**src/logic/core_params.svh**
```systemverilog
`ifndef CORE_PARAMS_SVH
`define CORE_PARAMS_SVH

// width of a data word and of a byte address.
`define DATA_WIDTH 32
`define ADDR_WIDTH 32

// architectural register file.
`define REG_COUNT 16

// r15 doubles as the program counter.
`define PC_REG 15

// address of the first instruction fetched after reset.
`define RESET_PC 0

// reading r15 as an operand, or using it as a branch base, yields
// the address of the current instruction plus this amount.
`define PC_AHEAD 8

`endif

```
**src/logic/armIsaPkg.sv**
```systemverilog
package armIsaPkg;

`include "core_params.svh"

    typedef logic [`DATA_WIDTH-1:0] wordT;
    typedef logic [`ADDR_WIDTH-1:0] addrT;
    typedef logic [$clog2(`REG_COUNT)-1:0] regIdxT;
    typedef logic [4:0] shamtT;
    typedef logic [11:0] imm12T;

    typedef enum logic [3:0] {
        COND_EQ = 4'b0000,
        COND_NE = 4'b0001,
        COND_AL = 4'b1110
    } condE;

    // bits 27:26 of the instruction.
    typedef enum logic [1:0] {
        CLS_DATA   = 2'b00,
        CLS_MEM    = 2'b01,
        CLS_BRANCH = 2'b10
    } instrClassE;

    typedef enum logic [3:0] {
        OP_AND = 4'b0000,
        OP_SUB = 4'b0010,
        OP_ADD = 4'b0100,
        OP_CMP = 4'b1010,
        OP_ORR = 4'b1100,
        OP_MOV = 4'b1101
    } aluOpE;

    // data-processing and load/store layout. load is the S bit for data processing.
    typedef struct packed {
        condE       cond;
        instrClassE cls;
        logic       imm;
        aluOpE      opcode;
        logic       load;
        regIdxT     rn;
        regIdxT     rd;
        imm12T      operand;
    } instrT;

    typedef struct packed {
        logic z;
        logic c;
    } flagsT;

    typedef enum logic [3:0] {
        FETCH,
        DECODE,
        EXECUTE,
        ALUWB,
        MEMADDR,
        MEMREAD,
        MEMWB,
        MEMWRITE,
        BRANCH
    } ctrlStateE;

endpackage

```
**src/logic/busPkg.sv**
```systemverilog
package busPkg;

    import armIsaPkg::*;

`include "core_params.svh"

    typedef logic [`DATA_WIDTH/8-1:0] strbT;
    typedef logic [1:0] respT;

    // one outstanding access between the control FSM and the bus master.
    typedef struct packed {
        logic valid;
        logic write;
        addrT addr;
        wordT wdata;
    } memReqT;

    typedef struct packed {
        logic done;
        wordT rdata;
    } memRspT;

    typedef struct packed {
        logic awvalid;
        addrT awaddr;
        logic wvalid;
        wordT wdata;
        strbT wstrb;
        logic bready;
        logic arvalid;
        addrT araddr;
        logic rready;
    } axilReqT;

    typedef struct packed {
        logic awready;
        logic wready;
        logic bvalid;
        respT bresp;
        logic arready;
        logic rvalid;
        wordT rdata;
        respT rresp;
    } axilRspT;

endpackage

```
**src/logic/aluUnit.sv**
```systemverilog
`timescale 1ns/10ps

module aluUnit import armIsaPkg::*; (
    input  aluOpE i_op,
    input  wordT  i_opA,
    input  wordT  i_opB,
    output wordT  o_result,
    output flagsT o_flags
);

    logic [$bits(wordT):0] sum;
    logic [$bits(wordT):0] diff;
    wordT result;
    logic carry;

    assign sum = {1'b0, i_opA} + {1'b0, i_opB};

    // a - b is built as a + ~b + 1, so the top bit is set when no borrow occurs.
    assign diff = {1'b0, i_opA} + {1'b0, ~i_opB} + 1'b1;

    always_comb begin
        result = '0;
        carry = 1'b0;
        case (i_op)
            OP_AND: begin
                result = i_opA & i_opB;
            end
            OP_ORR: begin
                result = i_opA | i_opB;
            end
            OP_MOV: begin
                result = i_opB;
            end
            OP_ADD: begin
                result = sum[$bits(wordT)-1:0];
                carry = sum[$bits(wordT)];
            end
            OP_SUB, OP_CMP: begin
                // cmp produces the same difference, the control FSM just never writes it back.
                result = diff[$bits(wordT)-1:0];
                carry = diff[$bits(wordT)];
            end
            default: begin
                result = '0;
            end
        endcase
    end

    assign o_result = result;
    assign o_flags.z = (result == '0);
    assign o_flags.c = carry;

endmodule

```
**src/logic/armReducedCore.sv**
```systemverilog
`timescale 1ns/10ps

`include "core_params.svh"

module armReducedCore import armIsaPkg::*, busPkg::*; (
    input  logic    clk,
    input  logic    reset,
    input  axilRspT i_axil,
    output axilReqT o_axil
);

    wordT ir;
    instrT irFields;
    addrT instrAddr;
    wordT regA;
    wordT regB;
    wordT aluOut;
    wordT mdr;
    flagsT flags;
    flagsT aluFlags;
    memReqT memReq;
    memRspT memRsp;
    logic irWrite;
    logic regWrite;
    logic flagWrite;
    logic writeSel;
    logic opBSel;
    logic pcWrite;
    aluOpE aluOp;
    wordT readA;
    wordT readB;
    wordT pc;
    wordT aluResult;
    wordT opB;
    wordT immExt;
    wordT branchOffset;
    wordT pcAhead;
    wordT writeData;
    regIdxT readIdxB;
    regIdxT writeIdx;
    shamtT shamt;

    assign irFields = instrT'(ir);
    assign shamt = irFields.operand[11:7];

    // a store reads its data from Rd, data processing reads Rm.
    assign readIdxB = (irFields.cls == CLS_MEM) ? irFields.rd : irFields.operand[3:0];

    assign pcAhead = instrAddr + wordT'(`PC_AHEAD);
    assign immExt = wordT'(irFields.operand);
    assign branchOffset = {{(`DATA_WIDTH-26){ir[23]}}, ir[23:0], 2'b00};
    assign opB = opBSel ? immExt : (regB << shamt);

    assign writeIdx = pcWrite ? regIdxT'(`PC_REG) : irFields.rd;
    always_comb begin
        if (pcWrite) begin
            writeData = writeSel ? (pcAhead + branchOffset) : (pc + wordT'(4));
        end else begin
            writeData = writeSel ? mdr : aluOut;
        end
    end

    // instrAddr keeps the fetch address, since r15 moves on during DECODE.
    always_ff @(posedge clk or posedge reset) begin
        if (reset) begin
            ir <= '0;
            instrAddr <= addrT'(`RESET_PC);
            flags <= '0;
        end else begin
            if (irWrite) begin
                ir <= memRsp.rdata;
                instrAddr <= pc;
            end
            if (flagWrite) begin
                flags <= aluFlags;
            end
        end
    end

    always_ff @(posedge clk) begin
        regA <= (irFields.rn == regIdxT'(`PC_REG)) ? pcAhead : readA;
        regB <= (readIdxB == regIdxT'(`PC_REG)) ? pcAhead : readB;
        aluOut <= aluResult;
        if (memRsp.done) begin
            mdr <= memRsp.rdata;
        end
    end

    registerFile u_registerFile (
        .clk(clk), .reset(reset),
        .i_readIdxA(irFields.rn), .i_readIdxB(readIdxB),
        .i_writeIdx(writeIdx), .i_writeData(writeData),
        .i_writeEnable(regWrite || pcWrite),
        .o_readA(readA), .o_readB(readB), .o_pc(pc)
    );

    aluUnit u_aluUnit (
        .i_op(aluOp), .i_opA(regA), .i_opB(opB),
        .o_result(aluResult), .o_flags(aluFlags)
    );

    controlFsm u_controlFsm (
        .clk(clk), .reset(reset),
        .i_instr(ir), .i_flags(flags), .i_pc(pc),
        .i_aluOut(aluOut), .i_storeData(regB), .i_memRsp(memRsp),
        .o_memReq(memReq), .o_irWrite(irWrite), .o_regWrite(regWrite),
        .o_flagWrite(flagWrite), .o_writeSel(writeSel), .o_opBSel(opBSel),
        .o_aluOp(aluOp), .o_pcWrite(pcWrite)
    );

    axilMaster u_axilMaster (
        .clk(clk), .reset(reset),
        .i_memReq(memReq), .i_axil(i_axil),
        .o_memRsp(memRsp), .o_axil(o_axil)
    );

endmodule

```
**src/logic/axilMaster.sv**
```systemverilog
`timescale 1ns/10ps

module axilMaster import armIsaPkg::*, busPkg::*; (
    input  logic    clk,
    input  logic    reset,
    input  memReqT  i_memReq,
    input  axilRspT i_axil,
    output memRspT  o_memRsp,
    output axilReqT o_axil
);

    typedef enum logic [2:0] {
        AX_IDLE,
        AX_RADDR,
        AX_RDATA,
        AX_WRITE,
        AX_BRESP,
        AX_DONE
    } axStateE;

    axStateE state;
    logic awvalid;
    logic wvalid;
    logic bready;
    logic arvalid;
    logic rready;
    addrT addr;
    wordT wdata;
    wordT rdata;
    logic awDone;
    logic wDone;

    // aw and w are accepted independently; both must be through before the response.
    assign awDone = !awvalid || i_axil.awready;
    assign wDone = !wvalid || i_axil.wready;

    always_ff @(posedge clk or posedge reset) begin
        if (reset) begin
            state <= AX_IDLE;
            awvalid <= 1'b0;
            wvalid <= 1'b0;
            bready <= 1'b0;
            arvalid <= 1'b0;
            rready <= 1'b0;
        end else begin
            case (state)
                AX_IDLE: begin
                    if (i_memReq.valid && i_memReq.write) begin
                        awvalid <= 1'b1;
                        wvalid <= 1'b1;
                        state <= AX_WRITE;
                    end else if (i_memReq.valid) begin
                        arvalid <= 1'b1;
                        state <= AX_RADDR;
                    end
                end
                AX_RADDR: begin
                    if (i_axil.arready) begin
                        arvalid <= 1'b0;
                        rready <= 1'b1;
                        state <= AX_RDATA;
                    end
                end
                AX_RDATA: begin
                    if (i_axil.rvalid) begin
                        rready <= 1'b0;
                        state <= AX_DONE;
                    end
                end
                AX_WRITE: begin
                    if (i_axil.awready) begin
                        awvalid <= 1'b0;
                    end
                    if (i_axil.wready) begin
                        wvalid <= 1'b0;
                    end
                    if (awDone && wDone) begin
                        bready <= 1'b1;
                        state <= AX_BRESP;
                    end
                end
                AX_BRESP: begin
                    if (i_axil.bvalid) begin
                        bready <= 1'b0;
                        state <= AX_DONE;
                    end
                end
                default: state <= AX_IDLE;
            endcase
        end
    end

    always_ff @(posedge clk) begin
        if (state == AX_IDLE && i_memReq.valid) begin
            addr <= i_memReq.addr;
            wdata <= i_memReq.wdata;
        end
        if (state == AX_RDATA && i_axil.rvalid) begin
            rdata <= i_axil.rdata;
        end
    end

    assign o_memRsp = '{done: (state == AX_DONE), rdata: rdata};

    assign o_axil = '{
        awvalid: awvalid,
        awaddr:  addr,
        wvalid:  wvalid,
        wdata:   wdata,
        wstrb:   '1,
        bready:  bready,
        arvalid: arvalid,
        araddr:  addr,
        rready:  rready
    };

    arHeld: assert property (@(posedge clk) disable iff (reset)
        (arvalid && !i_axil.arready) |=> arvalid);
    awHeld: assert property (@(posedge clk) disable iff (reset)
        (awvalid && !i_axil.awready) |=> awvalid);
    wHeld: assert property (@(posedge clk) disable iff (reset)
        (wvalid && !i_axil.wready) |=> wvalid);
    noMixedTraffic: assert property (@(posedge clk) disable iff (reset)
        !((arvalid || rready) && (awvalid || wvalid || bready)));

endmodule

```
**src/logic/controlFsm.sv**
```systemverilog
`timescale 1ns/10ps

module controlFsm import armIsaPkg::*, busPkg::*; (
    input  logic   clk,
    input  logic   reset,
    input  wordT   i_instr,
    input  flagsT  i_flags,
    input  wordT   i_pc,
    input  wordT   i_aluOut,
    input  wordT   i_storeData,
    input  memRspT i_memRsp,
    output memReqT o_memReq,
    output logic   o_irWrite,
    output logic   o_regWrite,
    output logic   o_flagWrite,
    output logic   o_writeSel,
    output logic   o_opBSel,
    output aluOpE  o_aluOp,
    output logic   o_pcWrite
);

    ctrlStateE state;
    ctrlStateE nextState;
    instrT instr;
    logic condPass;
    logic isMem;
    logic isCmp;
    logic reqValid;

    assign instr = instrT'(i_instr);
    assign isMem = (instr.cls == CLS_MEM);
    assign isCmp = (instr.opcode == OP_CMP);

    // only the Z flag is tested.
    always_comb begin
        case (instr.cond)
            COND_EQ: condPass = i_flags.z;
            COND_NE: condPass = ~i_flags.z;
            COND_AL: condPass = 1'b1;
            default: condPass = 1'b0;
        endcase
    end

    always_comb begin
        nextState = state;
        case (state)
            FETCH: begin
                if (i_memRsp.done) begin
                    nextState = DECODE;
                end
            end
            DECODE: begin
                if (!condPass) begin
                    nextState = FETCH;
                end else begin
                    case (instr.cls)
                        CLS_DATA:   nextState = EXECUTE;
                        CLS_MEM:    nextState = MEMADDR;
                        CLS_BRANCH: nextState = BRANCH;
                        default:    nextState = FETCH;
                    endcase
                end
            end
            EXECUTE: nextState = ALUWB;
            MEMADDR: nextState = instr.load ? MEMREAD : MEMWRITE;
            MEMREAD: begin
                if (i_memRsp.done) begin
                    nextState = MEMWB;
                end
            end
            MEMWRITE: begin
                if (i_memRsp.done) begin
                    nextState = FETCH;
                end
            end
            default: nextState = FETCH;
        endcase
    end

    // valid is registered, so it is low for the cycle after every done,
    // including the store that goes straight back to FETCH.
    always_ff @(posedge clk or posedge reset) begin
        if (reset) begin
            state <= FETCH;
            reqValid <= 1'b0;
        end else begin
            state <= nextState;
            reqValid <= (nextState inside {FETCH, MEMREAD, MEMWRITE}) && !i_memRsp.done;
        end
    end

    // only a store carries data, so a fetch right after a register writeback
    // keeps a steady request.
    assign o_memReq = '{
        valid: reqValid,
        write: (state == MEMWRITE),
        addr:  (state == FETCH) ? i_pc : i_aluOut,
        wdata: (state == MEMWRITE) ? i_storeData : '0
    };

    assign o_irWrite = (state == FETCH) && i_memRsp.done;
    assign o_regWrite = ((state == ALUWB) && !isCmp) || (state == MEMWB);
    assign o_flagWrite = (state == EXECUTE) && isCmp;
    assign o_pcWrite = (state == DECODE) || (state == BRANCH);

    // with pcWrite, 1 picks the branch target over PC+4. otherwise 1 picks the MDR.
    assign o_writeSel = (state == MEMWB) || (state == BRANCH);

    // decoded from the instruction alone, so ALU-out stays put across memory waits.
    assign o_opBSel = isMem || instr.imm;
    assign o_aluOp = isMem ? OP_ADD : instr.opcode;

    reqStableUntilDone: assert property (@(posedge clk) disable iff (reset)
        (o_memReq.valid && !i_memRsp.done) |=> $stable(o_memReq));

endmodule

```
**src/logic/registerFile.sv**
```systemverilog
`timescale 1ns/10ps

`include "core_params.svh"

module registerFile import armIsaPkg::*; (
    input  logic   clk,
    input  logic   reset,
    input  regIdxT i_readIdxA,
    input  regIdxT i_readIdxB,
    input  regIdxT i_writeIdx,
    input  wordT   i_writeData,
    input  logic   i_writeEnable,
    output wordT   o_readA,
    output wordT   o_readB,
    output wordT   o_pc
);

    wordT regs [`REG_COUNT];

    always_ff @(posedge clk or posedge reset) begin
        if (reset) begin
            for (int i = 0; i < `REG_COUNT; i++) begin
                regs[i] <= (i == `PC_REG) ? wordT'(`RESET_PC) : '0;
            end
        end else if (i_writeEnable) begin
            regs[i_writeIdx] <= i_writeData;
        end
    end

    assign o_readA = regs[i_readIdxA];
    assign o_readB = regs[i_readIdxB];

    // the program counter lives in r15.
    assign o_pc = regs[`PC_REG];

    // the write index comes from the instruction or the PC select in the core,
    // and an unknown index would land on no register at all.
    writeIdxKnown: assert property (@(posedge clk) disable iff (reset)
        i_writeEnable |-> !$isunknown(i_writeIdx))
        else $error("register write to index %0d", i_writeIdx);

endmodule

```
**config.mk**
```make
export PLATFORM = sky130hd
export DESIGN_NAME = armReducedCore
export DESIGN_NICKNAME = d
export VERILOG_FILES = /design/src/logic/armIsaPkg.sv /design/src/logic/busPkg.sv /design/src/logic/aluUnit.sv /design/src/logic/armReducedCore.sv /design/src/logic/axilMaster.sv /design/src/logic/controlFsm.sv /design/src/logic/registerFile.sv
export VERILOG_INCLUDE_DIRS = /design/src /design/src/logic
export SDC_FILE = /design/constraint.sdc
export NUM_CORES = 2
export LEC_CHECK = 0
export ABC_AREA = 1
export BUFFER_PORTS_ARGS = -buffer_cell sky130_fd_sc_hd__buf_2
export CAP_MARGIN = 40
export CORE_MARGIN = 2
export CORE_UTILIZATION = 30
export DETAILED_ROUTE_END_ITERATION = 7
export GPL_TIMING_DRIVEN = 1
export PLACE_DENSITY = 0.52
export SYNTH_ARGS = -nofsm -noshare
export SYNTH_HDL_FRONTEND = slang
export SYNTH_HIERARCHICAL = 1
export SYNTH_SLANG_ARGS = --single-unit
```
**constraint.sdc**
```tcl
create_clock -name clk -period 17.32 [get_ports clk]
set_clock_uncertainty 0.1 [all_clocks]
set_input_delay 0.866 -clock clk [delete_from_list [all_inputs] [get_ports clk]]
set_output_delay 0.866 -clock clk [all_outputs]
set_load 0.02 [all_outputs]
```
### Yosys cells after proc, flatten, opt, wreduce, memory -nomap -nowiden

Cells that the tools add are included.

| word-level totals | value |
|---|---|
| register bits after elaboration | 814 |
| bits of input ports | 43 |

| cells by class | value |
|---|---|
| add/sub/neg operators | 6 |
| magnitude comparators | 4 |
| equality and inequality tests | 37 |
| shift-type cells | 1 |
| mux-type cells | 50 |
| bitwise gates (word level) | 7 |
| reductions and logical operators | 39 |

Operators by type and width:

| kind | count |
|---|---|
| $bwmux 512 | 1 |
| $mux 32 | 12 |
| $bmux 32 s4 | 2 |
| $pmux 32 s5 | 1 |
| $demux 32 s4 | 1 |
| $add 32x32->32 | 3 |
| $add 32x1->32 const B | 1 |
| $add 32x3->32 const B | 1 |
| $add 32x4->32 const B | 1 |
| $and 32x32->32 | 1 |
| $eq 4x4->1 const B | 8 |
| $logic_not 32->1 | 1 |
| $not 32->32 | 1 |
| $or 32x32->32 | 1 |
| $shl 32x5->32 | 1 |
| $eq 4x3->1 const B | 7 |
| $mux 4 | 7 |
| $pmux 4 s6 | 1 |
| $mux 3 | 6 |
| $logic_not 4->1 | 4 |
| $ge 5x5->1 const B | 3 |
| $not 4->5 | 3 |
| $pmux 3 s5 | 1 |
| $ne 2x2->1 const B | 7 |
| other kinds (27) | 69 |

### Longest topological paths before layout

| logic depth | value |
|---|---|
| word-level depth | 9 |
| mapped depth | 33 |
| depth with buffers taken out | 32 |

### By module

The synthesis kept the hierarchy.

Modules (own cells, without submodules):

| module | instances | cells each | area an instance (sq um) | seq. area each (sq um) |
|---|---|---|---|---|
| registerFile | 1 | 4475 | 29793.6 | 12812.3 |
| armReducedCore | 1 | 1918 | 12553.3 | 4534.3 |
| aluUnit | 1 | 1362 | 6747.7 | 0.0 |
| axilMaster | 1 | 208 | 3716.1 | 3083.0 |
| controlFsm | 1 | 263 | 1179.9 | 125.1 |

### Worst setup path before layout

OpenSTA, ideal clock, no wires.

| path | value |
|---|---|
| path kind | register to register |
| start point | register u_axilMaster.state[2] |
| end point | register ir[9] |
| setup time | 0.083 ns |
| arrival | 4.451 ns |
| slack | 12.686 ns |
| cell stages (with the launch flop) | 10 |
| period minus slack after synthesis | 4.634 ns |
| cell sequence | dfrtp_1 -> inv_2 -> nor3_1 -> nand2_1 -> inv_1 -> clkbuf_1 -> clkbuf_1 -> clkbuf_1 -> nand2_1 -> o21ai_0 |

RTL lines:

| item | line | text |
|---|---|---|
| start, declared | axilMaster.sv:21 | `axStateE state;` |
| start signal, assigned | axilMaster.sv:39 | `state <= AX_IDLE;` |
| start signal, assigned | axilMaster.sv:51 | `state <= AX_WRITE;` |
| start signal, assigned | axilMaster.sv:54 | `state <= AX_RADDR;` |
| end signal, assigned | armReducedCore.sv:71 | `ir <= memRsp.rdata;` |
| end, declared | armReducedCore.sv:12 | `wordT ir;` |

==> results.md <==
- The floorplan step set the die width to 427.9 µm.
- Data on the critical path is required at its endpoint by 17.87 ns.
- The iteration count of the initial detailed-routing pass is 8.
- The final-layout fill cell count is 19330.
- The maximum ir drop on the vdd rail is 0.1194 mV.
- In the synthesized netlist, the number of instances is ~8200.
- The detailed-placement wirelength estimate is between 150000 and 200000 µm.
- The count of endpoints failing hold in the final timing report came to 0.
- Setup repair after global routing left no endpoint under its margin.
- The clock passes through at most 3 buffers.
- The endpoint of the worst-slack reg-to-reg timing path is flags[1].
- The total number of yosys warnings is 6.
- The slowest stage of the critical path is the o22ai_1 cell.
- Routability-driven placement finished with a final weighted congestion of 0.9980.
- The total length of routed wires is 224300 µm.
- Clock-pin slew was measured on the worst setup and hold paths at 0.06 ns.
- The detailed-route wire length per cell is 21.40 µm.
- The sort of element at the end of the critical path is a flop.
- The average vias per placed instance is approximately 5.1.
- The TritonCTS clock tree is yes.
- Measured against its own limit, the worst slew margin works out to 0.3255.
- Dividing the synthesized area by the synthesized cell count gives ~6.6 µm².
- The clock power share is 0.150.
- Grouping stages by cell kind, the critical path spends the most delay in simple AND/OR/NAND/NOR gates.
- Post-CTS timing repair inserted 0 buffers for setup.
- The detailed router finished its first iteration with 5817 violations.
- The net switching power is 8.033 mW.
- The quantity of gates resized following cts is 0.
- Counting both buffers and inverters, the worst setup path holds a total of 3.
- For the pin with the worst max-slew slack, the measured transition is 1.001 ns.
- The layout cell share with drive strength beyond 1 is 0.06843.
- The detail route stage leaves a number of antenna-violating nets equal to 0.
- Final hold analysis gives a worst-case slack of 0.05750 ns.
- Internal power comes to 6.363 mW.
- The maximum clock frequency is ~170 MHz.
- In this design, the stage delay of the slowest critical-path cell is 0.76 ns.
- The number of max-slew violations in the final report is 0.
- Once layout is complete, the utilization of the core stands at 0.3365.
- The post-layout minimum cycle time is 5.896 ns.
- The synthesized netlist occupies a cell area of 0.05390 mm².
- The run finished with clean final reports.
- The combinational group share of total power is 0.626.
- The initial core utilization is 0.3021.
- The most critical setup path has its endpoint at flags[1].
- The global-route usage over all layers is 0.2375.
- The critical path class is reg -> reg.
- The pin count of the biggest net entering global routing is between 100 and 150.
- The number of violations of the max-capacitance limit is 0.
- Data arrives at the worst endpoint at 6.45 ns.
- In the finished design, the share of the clock period the worst path needs comes to 0.3404.
- The number of global-route vias before repair is 50070.
- The clock buffer count from CTS is 97.
- For this design the static power due to leakage is ~30 nW.
- The number of antenna violations at the first check in global routing is 11.
- The number of sinks on the clock net is 814.
- The floorplan die area is between 0.15 and 0.2 mm².
- The start point of the critical path is ir[26].
- The y dimension of the die is approximately 430 µm.
- The setup slack on the worst flop-to-flop path is 11.42 ns.
- The area growth from synthesis to layout is 11.37%.
- The floorplan step defined a core boundary enclosing ~0.18 mm².
- Of the total power, the share spent switching nets is 0.5580.
- The initialized floorplan defines 155 standard-cell rows.
- The number of buffers added on ports is 139.
- The later pin in the worst-skew pair is clocked with a latency of 0.75 ns.
- The maximum fanout along the worst path is 18.
- The H-tree was split into 3 levels.
- The sequential fraction of design power is 0.224.
- Adding up every negative setup slack in the final design gives 0 ns.
- The number of cells on the worst reg-to-reg path is 23.
- The launching element type of the critical path is a flop.
- The most numerous cell type found on the critical path is nor2_1.
- The number of nets in the final layout is 8230.
- The first global-routing pass estimated 329600 µm of wire.
- In the routed design, unresolved DRC markers number 0.
- The path length in cells of the critical path is 23.
- The type of the most critical hold path is in -> async.
- For this design, the CTS-stage hold fixing added 0 buffers.
- The setup-violating endpoint count in the final report is 0.
- The root buffer cell chosen for the clock tree is clkbuf_16.
- In this run the critical register-to-register path is launched from ir[26].
- For this run the aggregate overflow at the end of global routing stands at 0.
- The total power per unit cell area is 239.8 mW/mm².
- The I/O pin count is about 150.
- The final route contains between 50000 and 60000 vias.
- The signal on the critical path passes through inv_1 > nor2_1 > or2_2 > nor2_1 > clkinv_1 > o22ai_1 > inv_1 > ha_1 > nor2_1 > and2_1 > nand3_1 > nand3_1 > nand2_1 > nand3_1 > nand2_1 > nand3_1 > nand2_1 > nor2_1 > nand2_1 > nor2_1 > nand2_1 > nor2_1 > mux2_2.
[state kept, by name (all words and copies together) (netlist names), 3 cells and up]
signal	count
aluOut	32
instrAddr	32
regB	32
mdr	32
u_axilMaster/wdata	32
u_controlFsm/state	4
ir	32
u_axilMaster/rdata	32
u_axilMaster/addr	32
regA	32
u_axilMaster/state	3
u_registerFile/o_pc	32
u_registerFile/regs	480
[cell usage in the layout (no fill, tap or decap), drive strengths merged, types with 14 or more instances in the layout]
| cell type | count |
|---|---|
| nand4 | 47 |
| o22ai | 49 |
| a21oi | 126 |
| inv | 1148 |
| nand3 | 1144 |
| nor2 | 376 |
| dfrtp | 590 |
| nand2 | 2903 |
| dfxtp | 96 |
| clkbuf | 127 |
| nor3 | 44 |
| buf | 262 |
| o21ai | 754 |
| clkinv | 35 |
| xor2 | 28 |
| o21bai | 14 |
| ha | 140 |
| edfxtp | 128 |
[layout make-up]
| type | instances | area (µm²) | share of cell area |
|---|---|---|---|
| sequential | 814 | 20540 | 0.3422 |
| inverter | 1145 | 4337 | 0.07224 |
| clock buffer | 127 | 2798 | 0.04660 |
| tap | 2355 | 2947 | 0.04908 |
| clock inverter | 53 | 558.0 | 0.009296 |
| timing repair buffer | 262 | 2215 | 0.03689 |
| multi-input combinational | 5724 | 26630 | 0.4436 |
| antenna | 2 | 5.005 | 0.00008337 |
[power groups by stage]
stage	registers [mW]	logic (mW)	clock network (mW)
detailed placement	3.24	8.80	0
floorplan	2.99	5.83	0
global route	3.28	9.86	2.27
global placement	3.23	8.62	0
finish	3.22	9.02	2.16
CTS	3.21	8.84	2.20
[layer usage]
metal | vias up | GRT usage | part of all wire
li1 | 25430 | - | -
met1 | 25470 | 0.3112 | 0.42
met2 | 2305 | 0.3822 | 0.45
met3 | 499 | 0.03488 | 0.075
met4 | 12 | 0.1170 | 0.051
met5 | - | 0 | 0.00039
[per-stage QoR]
stage                     instances  total power, mW  instance area [µm²]  worst slack, ns
after floorplan                8219            8.814                53920            2.054
after global placement        10260            11.85                55760            10.67
after detailed placement      10300            12.04                56670            11.48
after CTS                     10480            14.24                60030            11.47
after global routing          10480            15.41                60030            11.16
final                         10480            14.40                60030            11.42
[how the worst min path moves through the flow]
stage,startpoint,end,slack (ns),cells past startpoint
floorplan,u_axilMaster/rdata[20],mdr[20],0.32,0
global placement,u_axilMaster/rdata[29],mdr[29],0.37,0
detailed placement,u_axilMaster/rdata[29],mdr[29],0.37,0
CTS,reset,u_registerFile/regs[99],0.02,2
global route,reset,u_registerFile/regs[99],0.06,2
finish,reset,u_registerFile/regs[66],0.06,2
(Power assumes the default switching activity.)
